**config.mk**
```make
export PLATFORM = sky130hd
export DESIGN_NAME = icache_top
export DESIGN_NICKNAME = d
export VERILOG_FILES = /design/src/icache_pkg.sv /design/src/icache_top.sv /design/src/fetch_result.sv /design/src/refill_ctrl.sv /design/src/tag_lookup.sv /design/src/fetch_decode.sv /design/src/icache_ram.sv
export VERILOG_INCLUDE_DIRS = /design/src /design/src/src
export SDC_FILE = /design/constraint.sdc
export NUM_CORES = 2
export LEC_CHECK = 0
export BUFFER_PORTS_ARGS = -buffer_cell sky130_fd_sc_hd__buf_2
export CAP_MARGIN = 15
export CORE_ASPECT_RATIO = 2
export CORE_MARGIN = 3
export CORE_UTILIZATION = 57
export DETAILED_ROUTE_END_ITERATION = 10
export GPL_TIMING_DRIVEN = 1
export HOLD_SLACK_MARGIN = 0.06
export PLACE_DENSITY = 0.8
export SETUP_SLACK_MARGIN = 0.4
export SYNTH_ARGS = -nofsm -noshare
export SYNTH_HDL_FRONTEND = slang
export SYNTH_MEMORY_MAX_BITS = 65536
export SYNTH_SLANG_ARGS = --single-unit
```
**constraint.sdc**
```tcl
create_clock -name clk -period 9.2 [get_ports clk]
set_clock_uncertainty 0.1 [all_clocks]
set_input_delay 0.46 -clock clk [delete_from_list [all_inputs] [get_ports clk]]
set_output_delay 0.46 -clock clk [all_outputs]
set_load 0.02 [all_outputs]
```
**src/icache_defines.svh**
```systemverilog
// instruction cache geometry
`ifndef ICACHE_DEFINES_SVH
`define ICACHE_DEFINES_SVH

// ====================
// address
// ====================
`define ICACHE_ADDR_W 32

// ====================
// organisation
// ====================
`define ICACHE_WAYS 2
`define ICACHE_SETS 16
// 32-bit words per line
`define ICACHE_LINE_WORDS 4

// ====================
// address split
// ====================
// byte offset within a line
`define ICACHE_OFS_W 4
`define ICACHE_IDX_W 4
// remaining upper address bits
`define ICACHE_TAG_W 24

`endif
```
**src/icache_pkg.sv**
```systemverilog
// instruction cache types
`include "icache_defines.svh"

package icache_pkg;

  // untranslated fetch address
  typedef logic [`ICACHE_ADDR_W-1:0] addr_t;

  // one instruction
  typedef logic [31:0] word_t;

  // full cache line with word 0 in the low bits
  typedef word_t [`ICACHE_LINE_WORDS-1:0] line_t;

  typedef logic [`ICACHE_TAG_W-1:0] tag_t;
  typedef logic [`ICACHE_IDX_W-1:0] idx_t;
  typedef logic way_t;

  // refill controller
  typedef enum logic [1:0] {
    RF_IDLE   = 2'd0,
    RF_MISS   = 2'd1,
    RF_REFILL = 2'd2
  } refill_state_t;

endpackage

```
**src/icache_top.sv**
```systemverilog
// two-way instruction cache
`timescale 1ns/10ps
`include "icache_defines.svh"

module icache_top (
  input  logic              clk,
  input  logic              rst_n,
  input  logic              req_valid_i,
  input  icache_pkg::addr_t req_addr_i,
  input  logic              req_inv_i,
  output logic              req_ready_o,
  output logic              rsp_valid_o,
  output icache_pkg::word_t rsp_instr_o,
  output icache_pkg::addr_t rsp_addr_o,
  output logic              rsp_excp_o,
  input  logic              rsp_ready_i,
  output logic              ar_valid_o,
  output icache_pkg::addr_t ar_addr_o,
  input  logic              ar_ready_i,
  input  logic              r_valid_i,
  input  icache_pkg::word_t r_data_i,
  input  logic              r_last_i,
  output logic              r_ready_o
);
  import icache_pkg::*;

  logic                    s1_valid;
  logic                    s1_inv;
  logic                    s1_adef;
  logic                    s1_advance;
  addr_t                   s1_addr;
  idx_t                    rd_idx;
  idx_t                    s1_idx;
  tag_t                    s1_tag;
  logic                    hit;
  way_t                    hit_way;
  logic [`ICACHE_WAYS-1:0] tag_we;
  logic [`ICACHE_WAYS-1:0] line_we;
  logic                    refill_done;
  logic                    refill_busy;
  line_t                   refill_line;
  tag_t                    tag_rd [`ICACHE_WAYS];
  line_t                   line_rd [`ICACHE_WAYS];

  // refills always target the stage-1 set
  assign s1_idx = s1_addr[`ICACHE_OFS_W +: `ICACHE_IDX_W];
  assign s1_tag = s1_addr[`ICACHE_ADDR_W-1 -: `ICACHE_TAG_W];

  // ====================
  // pipeline
  // ====================
  fetch_decode fetch_decode_inst (
    .clk          (clk),
    .rst_n        (rst_n),
    .req_valid_i  (req_valid_i),
    .req_addr_i   (req_addr_i),
    .req_inv_i    (req_inv_i),
    .s1_advance_i (s1_advance),
    .req_ready_o  (req_ready_o),
    .s1_valid_o   (s1_valid),
    .s1_inv_o     (s1_inv),
    .s1_adef_o    (s1_adef),
    .s1_addr_o    (s1_addr),
    .rd_idx_o     (rd_idx)
  );

  tag_lookup tag_lookup_inst (
    .clk           (clk),
    .rst_n         (rst_n),
    .s1_valid_i    (s1_valid),
    .s1_inv_i      (s1_inv),
    .s1_adef_i     (s1_adef),
    .s1_addr_i     (s1_addr),
    .tag_rd0_i     (tag_rd[0]),
    .tag_rd1_i     (tag_rd[1]),
    .refill_done_i (refill_done),
    .hit_o         (hit),
    .hit_way_o     (hit_way),
    .tag_we_o      (tag_we),
    .line_we_o     (line_we)
  );

  refill_ctrl refill_ctrl_inst (
    .clk           (clk),
    .rst_n         (rst_n),
    .s1_valid_i    (s1_valid),
    .s1_inv_i      (s1_inv),
    .s1_adef_i     (s1_adef),
    .hit_i         (hit),
    .s1_addr_i     (s1_addr),
    .ar_ready_i    (ar_ready_i),
    .r_valid_i     (r_valid_i),
    .r_data_i      (r_data_i),
    .r_last_i      (r_last_i),
    .ar_valid_o    (ar_valid_o),
    .ar_addr_o     (ar_addr_o),
    .r_ready_o     (r_ready_o),
    .refill_busy_o (refill_busy),
    .refill_done_o (refill_done),
    .refill_line_o (refill_line)
  );

  fetch_result fetch_result_inst (
    .s1_valid_i    (s1_valid),
    .s1_inv_i      (s1_inv),
    .s1_adef_i     (s1_adef),
    .s1_addr_i     (s1_addr),
    .hit_i         (hit),
    .hit_way_i     (hit_way),
    .line_rd0_i    (line_rd[0]),
    .line_rd1_i    (line_rd[1]),
    .refill_busy_i (refill_busy),
    .rsp_ready_i   (rsp_ready_i),
    .rsp_valid_o   (rsp_valid_o),
    .rsp_instr_o   (rsp_instr_o),
    .rsp_addr_o    (rsp_addr_o),
    .rsp_excp_o    (rsp_excp_o),
    .s1_advance_o  (s1_advance)
  );

  // ====================
  // tag and line memories
  // ====================
  for (genvar w = 0; w < `ICACHE_WAYS; w++) begin : g_way
    icache_ram #(
      .payload_t (tag_t)
    ) tag_ram_inst (
      .clk     (clk),
      .we_i    (tag_we[w]),
      .waddr_i (s1_idx),
      .wdata_i (s1_tag),
      .raddr_i (rd_idx),
      .rdata_o (tag_rd[w])
    );

    icache_ram #(
      .payload_t (line_t)
    ) line_ram_inst (
      .clk     (clk),
      .we_i    (line_we[w]),
      .waddr_i (s1_idx),
      .wdata_i (refill_line),
      .raddr_i (rd_idx),
      .rdata_o (line_rd[w])
    );
  end

endmodule

```
**src/fetch_result.sv**
```systemverilog
// fetch response stage
`timescale 1ns/10ps
`include "icache_defines.svh"

module fetch_result (
  input  logic              s1_valid_i,
  input  logic              s1_inv_i,
  input  logic              s1_adef_i,
  input  icache_pkg::addr_t s1_addr_i,
  input  logic              hit_i,
  input  icache_pkg::way_t  hit_way_i,
  input  icache_pkg::line_t line_rd0_i,
  input  icache_pkg::line_t line_rd1_i,
  input  logic              refill_busy_i,
  input  logic              rsp_ready_i,
  output logic              rsp_valid_o,
  output icache_pkg::word_t rsp_instr_o,
  output icache_pkg::addr_t rsp_addr_o,
  output logic              rsp_excp_o,
  output logic              s1_advance_o
);
  import icache_pkg::*;

  line_t hit_line;
  word_t hit_word;

  // word select within the hit line
  assign hit_line = hit_way_i ? line_rd1_i : line_rd0_i;
  assign hit_word = hit_line[s1_addr_i[`ICACHE_OFS_W-1:2]];

  // ====================
  // response
  // ====================
  assign rsp_valid_o = s1_valid_i & ~s1_inv_i & (hit_i | s1_adef_i);
  assign rsp_excp_o  = s1_valid_i & s1_adef_i;
  assign rsp_instr_o = s1_adef_i ? '0 : hit_word;
  assign rsp_addr_o  = s1_addr_i;

  // invalidates retire without a response
  assign s1_advance_o = ~refill_busy_i &
                        (~s1_valid_i | s1_inv_i | (rsp_valid_o & rsp_ready_i));

endmodule

```
**src/refill_ctrl.sv**
```systemverilog
// line refill over the read burst port
`timescale 1ns/10ps
`include "icache_defines.svh"

module refill_ctrl (
  input  logic              clk,
  input  logic              rst_n,
  input  logic              s1_valid_i,
  input  logic              s1_inv_i,
  input  logic              s1_adef_i,
  input  logic              hit_i,
  input  icache_pkg::addr_t s1_addr_i,
  input  logic              ar_ready_i,
  input  logic              r_valid_i,
  input  icache_pkg::word_t r_data_i,
  input  logic              r_last_i,
  output logic              ar_valid_o,
  output icache_pkg::addr_t ar_addr_o,
  output logic              r_ready_o,
  output logic              refill_busy_o,
  output logic              refill_done_o,
  output icache_pkg::line_t refill_line_o
);
  import icache_pkg::*;

  refill_state_t                         state_q;
  logic [$clog2(`ICACHE_LINE_WORDS)-1:0] beat_q;
  logic                                  miss_seen;
  logic                                  beat_take;

  // all beats except the last one
  word_t beat_buf [`ICACHE_LINE_WORDS-1];

  assign miss_seen = s1_valid_i & ~s1_inv_i & ~s1_adef_i & ~hit_i;
  assign beat_take = (state_q == RF_REFILL) & r_valid_i;

  // ====================
  // FSM
  // ====================
  always_ff @(posedge clk or negedge rst_n) begin
    if (!rst_n) begin
      state_q <= RF_IDLE;
      beat_q  <= '0;
    end else begin
      case (state_q)
        RF_IDLE:   if (miss_seen) state_q <= RF_MISS;
        RF_MISS:   if (ar_ready_i) state_q <= RF_REFILL;
        RF_REFILL: if (r_valid_i && r_last_i) state_q <= RF_IDLE;
        default:   state_q <= RF_IDLE;
      endcase
      if (state_q != RF_REFILL) begin
        beat_q <= '0;
      end else if (r_valid_i) begin
        beat_q <= beat_q + 1'b1;
      end
    end
  end

  always_ff @(posedge clk) begin
    if (beat_take && !r_last_i) begin
      beat_buf[beat_q] <= r_data_i;
    end
  end

  // last beat goes straight into the RAM write
  always_comb begin
    for (int w = 0; w < `ICACHE_LINE_WORDS - 1; w++) begin
      refill_line_o[w] = beat_buf[w];
    end
    refill_line_o[`ICACHE_LINE_WORDS-1] = r_data_i;
  end

  assign ar_valid_o    = (state_q == RF_MISS);
  assign ar_addr_o     = {s1_addr_i[`ICACHE_ADDR_W-1:`ICACHE_OFS_W], {`ICACHE_OFS_W{1'b0}}};
  assign r_ready_o     = (state_q == RF_REFILL);
  assign refill_busy_o = (state_q != RF_IDLE);
  assign refill_done_o = beat_take & r_last_i;

  a_ar_hold : assert property (@(posedge clk) disable iff (!rst_n)
    ar_valid_o && !ar_ready_i |=> ar_valid_o && $stable(ar_addr_o));

endmodule

```
**src/tag_lookup.sv**
```systemverilog
// tag match and line state
`timescale 1ns/10ps
`include "icache_defines.svh"

module tag_lookup (
  input  logic                    clk,
  input  logic                    rst_n,
  input  logic                    s1_valid_i,
  input  logic                    s1_inv_i,
  input  logic                    s1_adef_i,
  input  icache_pkg::addr_t       s1_addr_i,
  input  icache_pkg::tag_t        tag_rd0_i,
  input  icache_pkg::tag_t        tag_rd1_i,
  input  logic                    refill_done_i,
  output logic                    hit_o,
  output icache_pkg::way_t        hit_way_o,
  output logic [`ICACHE_WAYS-1:0] tag_we_o,
  output logic [`ICACHE_WAYS-1:0] line_we_o
);
  import icache_pkg::*;

  idx_t                    s1_idx;
  tag_t                    s1_tag;
  way_t                    victim;
  logic                    lookup;
  logic [`ICACHE_WAYS-1:0] way_hit;
  logic [`ICACHE_WAYS-1:0] fill_we;

  // per-set line state
  logic [`ICACHE_SETS-1:0][`ICACHE_WAYS-1:0] valid_q;
  logic [`ICACHE_SETS-1:0]                   repl_q;

  assign s1_idx = s1_addr_i[`ICACHE_OFS_W +: `ICACHE_IDX_W];
  assign s1_tag = s1_addr_i[`ICACHE_ADDR_W-1 -: `ICACHE_TAG_W];

  // ====================
  // match
  // ====================
  assign lookup     = s1_valid_i & ~s1_inv_i & ~s1_adef_i;
  assign way_hit[0] = valid_q[s1_idx][0] & (tag_rd0_i == s1_tag);
  assign way_hit[1] = valid_q[s1_idx][1] & (tag_rd1_i == s1_tag);
  assign hit_o      = lookup & (|way_hit);
  assign hit_way_o  = way_hit[1];

  // repl bit names the next way to replace
  assign victim = repl_q[s1_idx];

  always_comb begin
    fill_we = '0;
    if (refill_done_i) begin
      fill_we[victim] = 1'b1;
    end
  end

  assign tag_we_o  = fill_we;
  assign line_we_o = fill_we;

  // ====================
  // valid and replacement
  // ====================
  always_ff @(posedge clk or negedge rst_n) begin
    if (!rst_n) begin
      valid_q <= '0;
      repl_q  <= '0;
    end else begin
      if (s1_valid_i && s1_inv_i) begin
        valid_q[s1_idx] <= '0;
      end else if (refill_done_i) begin
        valid_q[s1_idx][victim] <= 1'b1;
      end
      // hit on the victim moves the pointer to the other way
      if (hit_o) begin
        repl_q[s1_idx] <= ~hit_way_o;
      end
    end
  end

  a_one_way : assert property (@(posedge clk) disable iff (!rst_n)
    lookup |-> $onehot0(way_hit));

endmodule

```
**src/fetch_decode.sv**
```systemverilog
// fetch request decode stage
`timescale 1ns/10ps
`include "icache_defines.svh"

module fetch_decode (
  input  logic              clk,
  input  logic              rst_n,
  input  logic              req_valid_i,
  input  icache_pkg::addr_t req_addr_i,
  input  logic              req_inv_i,
  input  logic              s1_advance_i,
  output logic              req_ready_o,
  output logic              s1_valid_o,
  output logic              s1_inv_o,
  output logic              s1_adef_o,
  output icache_pkg::addr_t s1_addr_o,
  output icache_pkg::idx_t  rd_idx_o
);
  import icache_pkg::*;

  logic accept;
  logic adef;
  idx_t req_idx;
  idx_t s1_idx;

  assign req_ready_o = s1_advance_i;
  assign accept      = req_valid_i & s1_advance_i;

  // invalidates never raise the misaligned flag
  assign adef = ~req_inv_i & (req_addr_i[1:0] != 2'b00);

  // ====================
  // stage 1 register
  // ====================
  always_ff @(posedge clk or negedge rst_n) begin
    if (!rst_n) begin
      s1_valid_o <= 1'b0;
      s1_inv_o   <= 1'b0;
      s1_adef_o  <= 1'b0;
    end else if (s1_advance_i) begin
      s1_valid_o <= accept;
      s1_inv_o   <= accept & req_inv_i;
      s1_adef_o  <= accept & adef;
    end
  end

  always_ff @(posedge clk) begin
    if (accept) begin
      s1_addr_o <= req_addr_i;
    end
  end

  // re-read the held set while stage 1 stalls
  assign req_idx  = req_addr_i[`ICACHE_OFS_W +: `ICACHE_IDX_W];
  assign s1_idx   = s1_addr_o[`ICACHE_OFS_W +: `ICACHE_IDX_W];
  assign rd_idx_o = s1_advance_i ? req_idx : s1_idx;

  // only an occupied stage 1 can stall
  a_s1_hold : assert property (@(posedge clk) disable iff (!rst_n)
    !s1_advance_i |-> s1_valid_o);

endmodule

```
**src/icache_ram.sv**
```systemverilog
// set-indexed cache memory
`timescale 1ns/10ps
`include "icache_defines.svh"

module icache_ram #(
  parameter type payload_t = logic [31:0]
) (
  input  logic             clk,
  input  logic             we_i,
  input  icache_pkg::idx_t waddr_i,
  input  payload_t         wdata_i,
  input  icache_pkg::idx_t raddr_i,
  output payload_t         rdata_o
);

  // one entry per set
  payload_t mem_q [`ICACHE_SETS];

  // ====================
  // write port
  // ====================
  always_ff @(posedge clk) begin
    if (we_i) begin
      mem_q[waddr_i] <= wdata_i;
    end
  end

  // ====================
  // read port
  // ====================
  // write-first so a same-set write is read back at once
  always_ff @(posedge clk) begin
    if (we_i && (waddr_i == raddr_i)) begin
      rdata_o <= wdata_i;
    end else begin
      rdata_o <= mem_q[raddr_i];
    end
  end

endmodule

```
# After elaboration in Yosys (flattened, before gate mapping)
# Memories as Yosys holds them, arrays and structs flattened. A register that Yosys moved wholly into a read port is not among the register bits.
# Index checks and enable logic that the tools add are counted.
[op_classes]
n_div = 0
mul = 0
n_shift = 0
n_mux = 33
magnitude_cmp = 5
add_sub_neg = 1
eq_ne = 8
n_bitwise = 29
n_reduce_logical = 13
[op_table]
columns = ["operator", "n"]
rows = [
  ["2-to-1 mux 128 bit", 1],
  ["2-to-1 mux 32 bit", 4],
  ["binary-select mux 32 bit (select 2 bit)", 1],
  ["equality test 24 bit", 2],
  ["bitwise AND 32 bit", 1],
  ["inverter 32 bit", 1],
  ["OR 32 bit", 1],
  ["2-to-1 mux 2 bit", 9],
  ["bitwise AND 1 bit", 16],
  ["bitwise mux 16 bit", 1],
  ["demux 2 bit (select 4 bit)", 2],
  ["2-to-1 mux 1 bit", 9],
  ["binary-select mux 2 bit (select 4 bit)", 1],
  ["nonzero test 2 bit", 4],
  ["inverter 1 bit", 7],
  ["!= test 2 x 1 -> 1 bit, second input constant", 3],
  ["case mux 2 bit (3 select lines)", 1],
  ["logical AND 1 bit", 5],
  ["less-than comparator 4 x 5 -> 1 bit, second input constant", 1],
  ["binary-select mux 1 bit (select 4 bit)", 1],
  ["demux 1 bit (select 4 bit)", 1],
  [">= comparator 4 x 1 -> 1 bit, second input constant", 1],
  ["2-to-1 mux 4 bit", 1],
  ["less-than comparator 2 x 3 -> 1 bit, second input constant", 1],
  ["12 further kinds", 14],
]
[word_totals]
latchBits = 0
mem_bits_ro = 0
out_inout_bits = 101
reg_bits = 87
in_bits = 72
ram_bits = 4960
mem_count = 5
elab_cells = 117
[memory_table]
columns = ["name", "words", "width", "read_ports", "rd_ports_with_merged_regs", "wr", "line_no", "rtl"]
rows = [
  ["g_way[0].line_ram_inst.mem_q", 16, 128, 1, 1, 1, "icache_ram.sv:17", "payload_t mem_q [`ICACHE_SETS];"],
  ["g_way[1].line_ram_inst.mem_q", 16, 128, 1, 1, 1, "icache_ram.sv:17", ""],
  ["g_way[0].tag_ram_inst.mem_q", 16, 24, 1, 1, 1, "icache_ram.sv:17", ""],
  ["g_way[1].tag_ram_inst.mem_q", 16, 24, 1, 1, 1, "icache_ram.sv:17", ""],
  ["refill_ctrl_inst.beat_buf", 3, 32, 3, 0, 1, "refill_ctrl.sv:32", "word_t beat_buf [`ICACHE_LINE_WORDS-1];"],
]

# Longest topological paths before layout
[logic_depth]
ltp_word = 12
ltp_mapped = 18
depth_no_buf = 9

# Cells and area by module
# Synthesis repeated with hierarchy kept, for this count alone.
[unflattened]
hier_cells = 8468
hier_area_um2 = 193245.3
[by_module_without_submodules]
columns = ["module", "seq_area_each_um2", "cells_each", "area_each_um2", "n_inst"]
rows = [
  ["icache_ram (g_way[1].line_ram_inst)", 61579.1, 3233, 76962.6, 1],
  ["icache_ram (g_way[0].line_ram_inst)", 61579.1, 3241, 76848.7, 1],
  ["icache_ram (g_way[0].tag_ram_inst ...)", 11611.1, 616, 14530.2, 2],
  ["refill_ctrl", 2982.9, 188, 3643.5, 1],
  ["tag_lookup", 1201.2, 340, 3243.1, 1],
  ["fetch_result", 0.0, 187, 2342.2, 1],
  ["fetch_decode", 1036.0, 47, 1144.8, 1],
]

# Worst setup path before layout
# Ideal clock, no wire load.
[synth_path]
kind = "reg-to-reg"
from = "reg fetch_decode_inst.s1_addr_o[4]"
to = "mem g_way[0].line_ram_inst.mem_q[12][0] in the netlist's numbering (enable)"
arrival_time_ns = 9.178
path_stages_with_launch = 9
setup_time_ns = 0.666
n_path_buf = 4
period_less_slack_ns = 9.944
required_time_ns = 8.434
slack_ns = -0.744
path_cell_list = "edfxtp_1 -> buf_2 -> clkbuf_1 -> mux4_2 -> mux4_2 -> or2_2 -> clkbuf_1 -> clkbuf_1 -> nor2_1"
[synth_between]
elab_chain_cells = 9
elab_cells_between_ends = 10
classes_between = "2 x order compare; 7 x mux; 1 x reduce/logical"
[synth_lines]
columns = ["element", "line_no", "rtl"]
rows = [
  ["start, declared", "fetch_decode.sv:16", "output icache_pkg::addr_t s1_addr_o,"],
  ["start signal, assigned", "fetch_decode.sv:49", "s1_addr_o <= req_addr_i;"],
  ["binary-select mux 1 bit (select 4 bit)", "tag_lookup.sv:46", "assign victim = repl_q[s1_idx];"],
  ["2-to-1 mux 1 bit (implied by the code)", "tag_lookup.sv:46", ""],
  ["less-than comparator 1 x 2 -> 1 bit (implied by the code) or >= comparator 1 bit (tied branches)", "tag_lookup.sv:51", "fill_we[victim] = 1'b1;"],
  ["logical AND 1 bit (implied by the code)", "tag_lookup.sv:51", ""],
  ["2-to-1 mux 1 bit (implied by the code)", "tag_lookup.sv:51", ""],
  ["demux 1 bit (select 1 bit)", "--", ""],
  ["2-to-1 mux 2 bit", "tag_lookup.sv:50", "if (refill_done_i) begin"],
  ["2-to-1 mux 1 bit", "icache_ram.sv:23", "if (we_i) begin"],
  ["2-to-1 mux 1 bit (implied by the code)", "icache_ram.sv:24", "mem_q[waddr_i] <= wdata_i;"],
  ["end, declared", "icache_ram.sv:17", ""],
]
# Parallel ways exist; a longest one is shown, timed or not. The select of a mux whose other input is x is not followed.

==> metrics.log <==
INFO  metric maxClockFrequency = 114 MHz
INFO  metric timing.critical_path.cells = buf_4 -> mux4_2 -> a22oi_1 -> a21oi_1 -> or4_4 -> nor4b_4 -> o2111a_4 -> buf_4 -> a22oi_1 -> a211oi_1 -> a311oi_1 -> buf_2
INFO  metric path_class = reg2out
INFO  metric irDropWorstVdd = 0.322 mV
INFO  metric tritoncts_clock_tree = yes
INFO  metric worst_hold_path.num_cells = 5
INFO  metric max_cap_violations = 0
INFO  metric globalRoute.busiestLayer = met2
INFO  metric power.switching = 18.2 mW
INFO  metric worst_hold_slack = 0.107 ns
INFO  metric critical_path_arrival = 8.20 ns
INFO  metric switching_share = 0.300
INFO  metric grt_use_met2 = 0.543
INFO  metric mostFrequentLayoutCells = sky130_fd_sc_hd__edfxtp_1 (4992), sky130_fd_sc_hd__mux4_2 (1469), sky130_fd_sc_hd__clkbuf_16 (409)
INFO  metric finish.net_count = 8441
INFO  metric die-height = 829 um
INFO  metric first_global_vias = 101000
INFO  metric postSynthRegisterBits = 5051
INFO  metric dpl.cell_count = 12300
INFO  metric fin_util = 0.634
INFO  metric start_util = 0.574
INFO  metric cell_area_synth = 193000 sq um
INFO  metric ant_nets = 0
INFO  metric fin_crit_sh = 0.952
INFO  metric grt_start_max_net_pins = 165
INFO  metric crit_slowest_cell = sky130_fd_sc_hd__dfxtp_4
INFO  metric die_area = 346000 sq um
INFO  metric hp-start = r_last_i
INFO  metric leakagePower = 66.0 nW
INFO  metric asyncSetResetFlopFracSynth = 0.0109
INFO  metric die-width = 418 um
INFO  metric synth.lib_cells_used.distinct = 74
INFO  metric end_kind = output pin
INFO  metric timing.critical_path.max_delay_family = compound AO/OA/AOI/OAI gates
INFO  metric regToRegSetupSlack = 1.91 ns
INFO  metric crit_path_max_incr_delay = 0.97 ns
INFO  metric global_route.overflow_total = 0
INFO  metric cts-root-to-sink-buffers = 4
INFO  metric worst_r2r_path_depth = 11
INFO  metric gr-usage-all-layers = 0.332
INFO  metric worst_setup_hold_path_clk_slew = 0.07 ns
INFO  metric grt.met1_usage = 0.408
INFO  metric worst_ep_required_time = 8.64 ns
INFO  metric final.setup.tns = 0 ns
INFO  metric clock_tree.root_cell = sky130_fd_sc_hd__clkbuf_16
INFO  metric syn_area_per_cell = 24.3 sq um
INFO  metric route.detailed.wl_per_inst = 43.6 um
INFO  metric initial_antenna_violation_count = 25
INFO  metric place_ws = 1.95 ns
INFO  metric finalCriticalPeriod = 8.76 ns
INFO  metric insertion_delay_of_the_later_clocked_pin_in_the_worst_skew_pair = 0.98 ns
INFO  metric power.share.clock = 0.289
INFO  metric dpl.hpwl = 251000 um
INFO  metric combPwrFrac = 0.284
INFO  metric cts_setup_buffers = 0
INFO  metric wire_length_of_the_first_global_routing_pass = 801000 um
INFO  metric synth_edf_count = 4992
INFO  metric yosys_most_used_dff = sky130_fd_sc_hd__edfxtp_1
INFO  metric slew_of_the_pin_with_the_lowest_slew_margin = 1.24 ns
INFO  metric hold_end = tag_lookup_inst.valid_q[27]$_DFFE_PN0P_
INFO  metric p_per_area = 285 nW/um^2
INFO  metric share_seq_of_total_power = 0.427
INFO  metric final_max_slew_viol_count = 0
INFO  metric clock_sinks = 5051
INFO  metric run_status = completed
INFO  metric start_kind = flop
INFO  metric critPathMaxFanout = 50
INFO  metric cts_made_buffers = 404
INFO  metric detail_route.drc_violations = 0
INFO  metric synthesis.instances = 7962
INFO  metric port_buffers = 168
INFO  metric intPower = 42.5 mW
INFO  metric wl = 571000 um
INFO  metric core = 337000 sq um
INFO  metric layout_commonest_cell = sky130_fd_sc_hd__edfxtp_1
INFO  metric vias_per_cell = 7.49
INFO  metric count_of_fill_cells_added_during_filler_insertion = 19800
INFO  metric rsz0062_at_grt = false
INFO  metric pin_count = 173
INFO  metric num_rows = 301
INFO  metric drc_marker_count_from_the_first_detailed_route_iteration = 18100
INFO  metric htree_num_levels = 5
INFO  metric cp_num_buf_inv = 3
INFO  metric synth_sequential_area_ratio = 0.783
INFO  metric synth_warnings = 0
INFO  metric finalHoldViolCount = 0
INFO  metric drive_gt1_frac = 0.290
INFO  metric setup_violations = 0
INFO  metric dr.pass1.iters = 8
INFO  metric layout_setup_ws = 0.441 ns
INFO  metric place.gp.congestion = 0.819
INFO  metric finish.cell_count_without_fillers = 13100
INFO  metric area.growth.synth_to_final = 10.4%
INFO  metric num_vias = 98100
INFO  metric tightest_hold_check_type = in2reg
INFO  metric maxSlewHeadroom = 0.175
INFO  metric critical_path.reg2reg.endpoint = tag_lookup_inst.repl_q[0]$_DFFE_PN0P_
INFO  metric globalRouteMet3Util = 0.0678
power groups by stage:
| stage | Combinational [mW] | Clock, mW | Sequential (mW) |
|---|---|---|---|
| final | 17.2 | 17.6 | 25.9 |
| after global routing | 17.7 | 18.4 | 26.0 |
| after CTS | 17.1 | 17.7 | 25.9 |
| after detailed placement | 16.4 | 0 | 26.4 |
| after global placement | 16.0 | 0 | 26.4 |
| after floorplan | 11.9 | 0 | 26.3 |
worst reg2reg max path: stages (launching register included):
cell                       delay, ns
sky130_fd_sc_hd__dfxtp_4        0.97
sky130_fd_sc_hd__buf_4          0.77
sky130_fd_sc_hd__mux4_2         0.64
sky130_fd_sc_hd__a22oi_1        0.29
sky130_fd_sc_hd__a21oi_1        0.14
sky130_fd_sc_hd__or4_4          0.62
sky130_fd_sc_hd__nor4b_4        0.38
sky130_fd_sc_hd__o2111a_4       0.77
sky130_fd_sc_hd__buf_4          0.79
sky130_fd_sc_hd__nand2_4        0.41
sky130_fd_sc_hd__nor3_4         0.99
sky130_fd_sc_hd__a21oi_1        0.24
cell usage after synthesis (all sizes together) (4+ instances only):
library cell / number / share of area
dfrtp: 55 / 0.0071
or4: 6 / 0.00027
a211o: 6 / 0.00027
edfxtp: 4992 / 0.78
a41o: 7 / 0.00036
mux2i: 90 / 0.0047
and2: 19 / 0.00062
a22o: 7 / 0.00032
mux4: 1469 / 0.17
a2111oi: 6 / 0.00037
nor2: 68 / 0.0013
a211oi: 20 / 0.00078
a31oi: 31 / 0.0010
xnor2: 39 / 0.0018
nand2b: 14 / 0.00045
and4: 4 / 0.00018
a221o: 7 / 0.00036
nor3: 20 / 0.00060
xor2: 20 / 0.00091
o2111ai: 5 / 0.00026
o211ai: 6 / 0.00023
dfxtp: 4 / 0.00041
a311oi: 21 / 0.00095
nor4: 7 / 0.00023
and3: 5 / 0.00016
o2111a: 4 / 0.00023
clkbuf: 158 / 0.0031
nand2: 184 / 0.0036
nand4: 10 / 0.00032
a22oi: 65 / 0.0025
mux2: 32 / 0.0020
inv: 13 / 0.00025
o22ai: 11 / 0.00036
a21oi: 157 / 0.0041
nand3: 27 / 0.00073
buf: 307 / 0.0093
o21ai: 12 / 0.00031
a221oi: 7 / 0.00038
nor2b: 13 / 0.00042
stage by stage:
step,power (mW),instance area [sq um]
final,60.7,213000
after global placement,42.4,200000
after floorplan,38.2,193000
after CTS,60.7,213000
after global routing,62.1,213000
after detailed placement,42.8,200000
worst max path at each step:
| stage | end | cells past startpoint | startpoint |
|---|---|---|---|
| after floorplan | g_way[0].line_ram_inst.mem_q[12][0]$_DFFE_PP_ | 8 | fetch_decode_inst.s1_addr_o[4]$_DFFE_PP_ |
| final | rsp_instr_o[27] | 12 | flop |
| after CTS | rsp_instr_o[27] | 12 | flop |
| after global routing | rsp_instr_o[27] | 12 | flop |
| after detailed placement | rsp_instr_o[27] | 12 | flop |
| after global placement | rsp_instr_o[21] | 13 | flop |
final cells by class:
class                           count  area (sq um)  area share
Sequential cell                  5051        151000       0.710
Multi-Input combinational cell   2436         39700       0.186
Clock buffer                      480         10500      0.0492
Tap cell                         4393          5500      0.0258
Timing Repair Buffer              460          3890      0.0182
Clock inverter                    241          2220      0.0104
Inverter                           13          53.8    0.000252
Antenna cell                       13          32.5    0.000153
registers in the layout (all words and copies together), names as in the netlist, named ones only:
| register | count |
|---|---|
| fetch_decode_inst.s1_inv_o | 1 |
| g_way.tag_ram_inst.mem_q | 768 |
| refill_ctrl_inst.beat_buf | 96 |
| g_way.line_ram_inst.mem_q | 4096 |
| fetch_decode_inst.s1_addr_o | 32 |
| tag_lookup_inst.valid_q | 32 |
| refill_ctrl_inst.state_q | 2 |
| fetch_decode_inst.s1_adef_o | 1 |
| refill_ctrl_inst.beat_q | 2 |
| fetch_decode_inst.s1_valid_o | 1 |
| tag_lookup_inst.repl_q | 16 |
logic make-up after synthesis:
logic type               Yosys count  synth area share
AO/OA/AOI/OAI                    388            0.0136
XOR/XNOR                          59           0.00267
adder cells (fa/ha/maj)            3          0.000194
AND/OR/NAND/NOR                  391           0.00958
other                              1         0.0000194
buffers and inverters            478            0.0126
flip-flops                      5051             0.783
multiplexers                    1591             0.178
metal layers:
layer | share of wire | wire length, um | vias up
li1 | - | - | 35100
met1 | 0.29 | 168000 | 50700
met2 | 0.50 | 285000 | 9882
met3 | 0.13 | 72500 | 2388
met4 | 0.079 | 45100 | 24
met5 | 0.00027 | 155 | -
what timing repair did:
item / CTS / global route
hold buffers: 72 / 0
resized for setup: 0 / 0
hold endpoints to repair: 1148 / 0
Power figures use the tool's default switching activity.
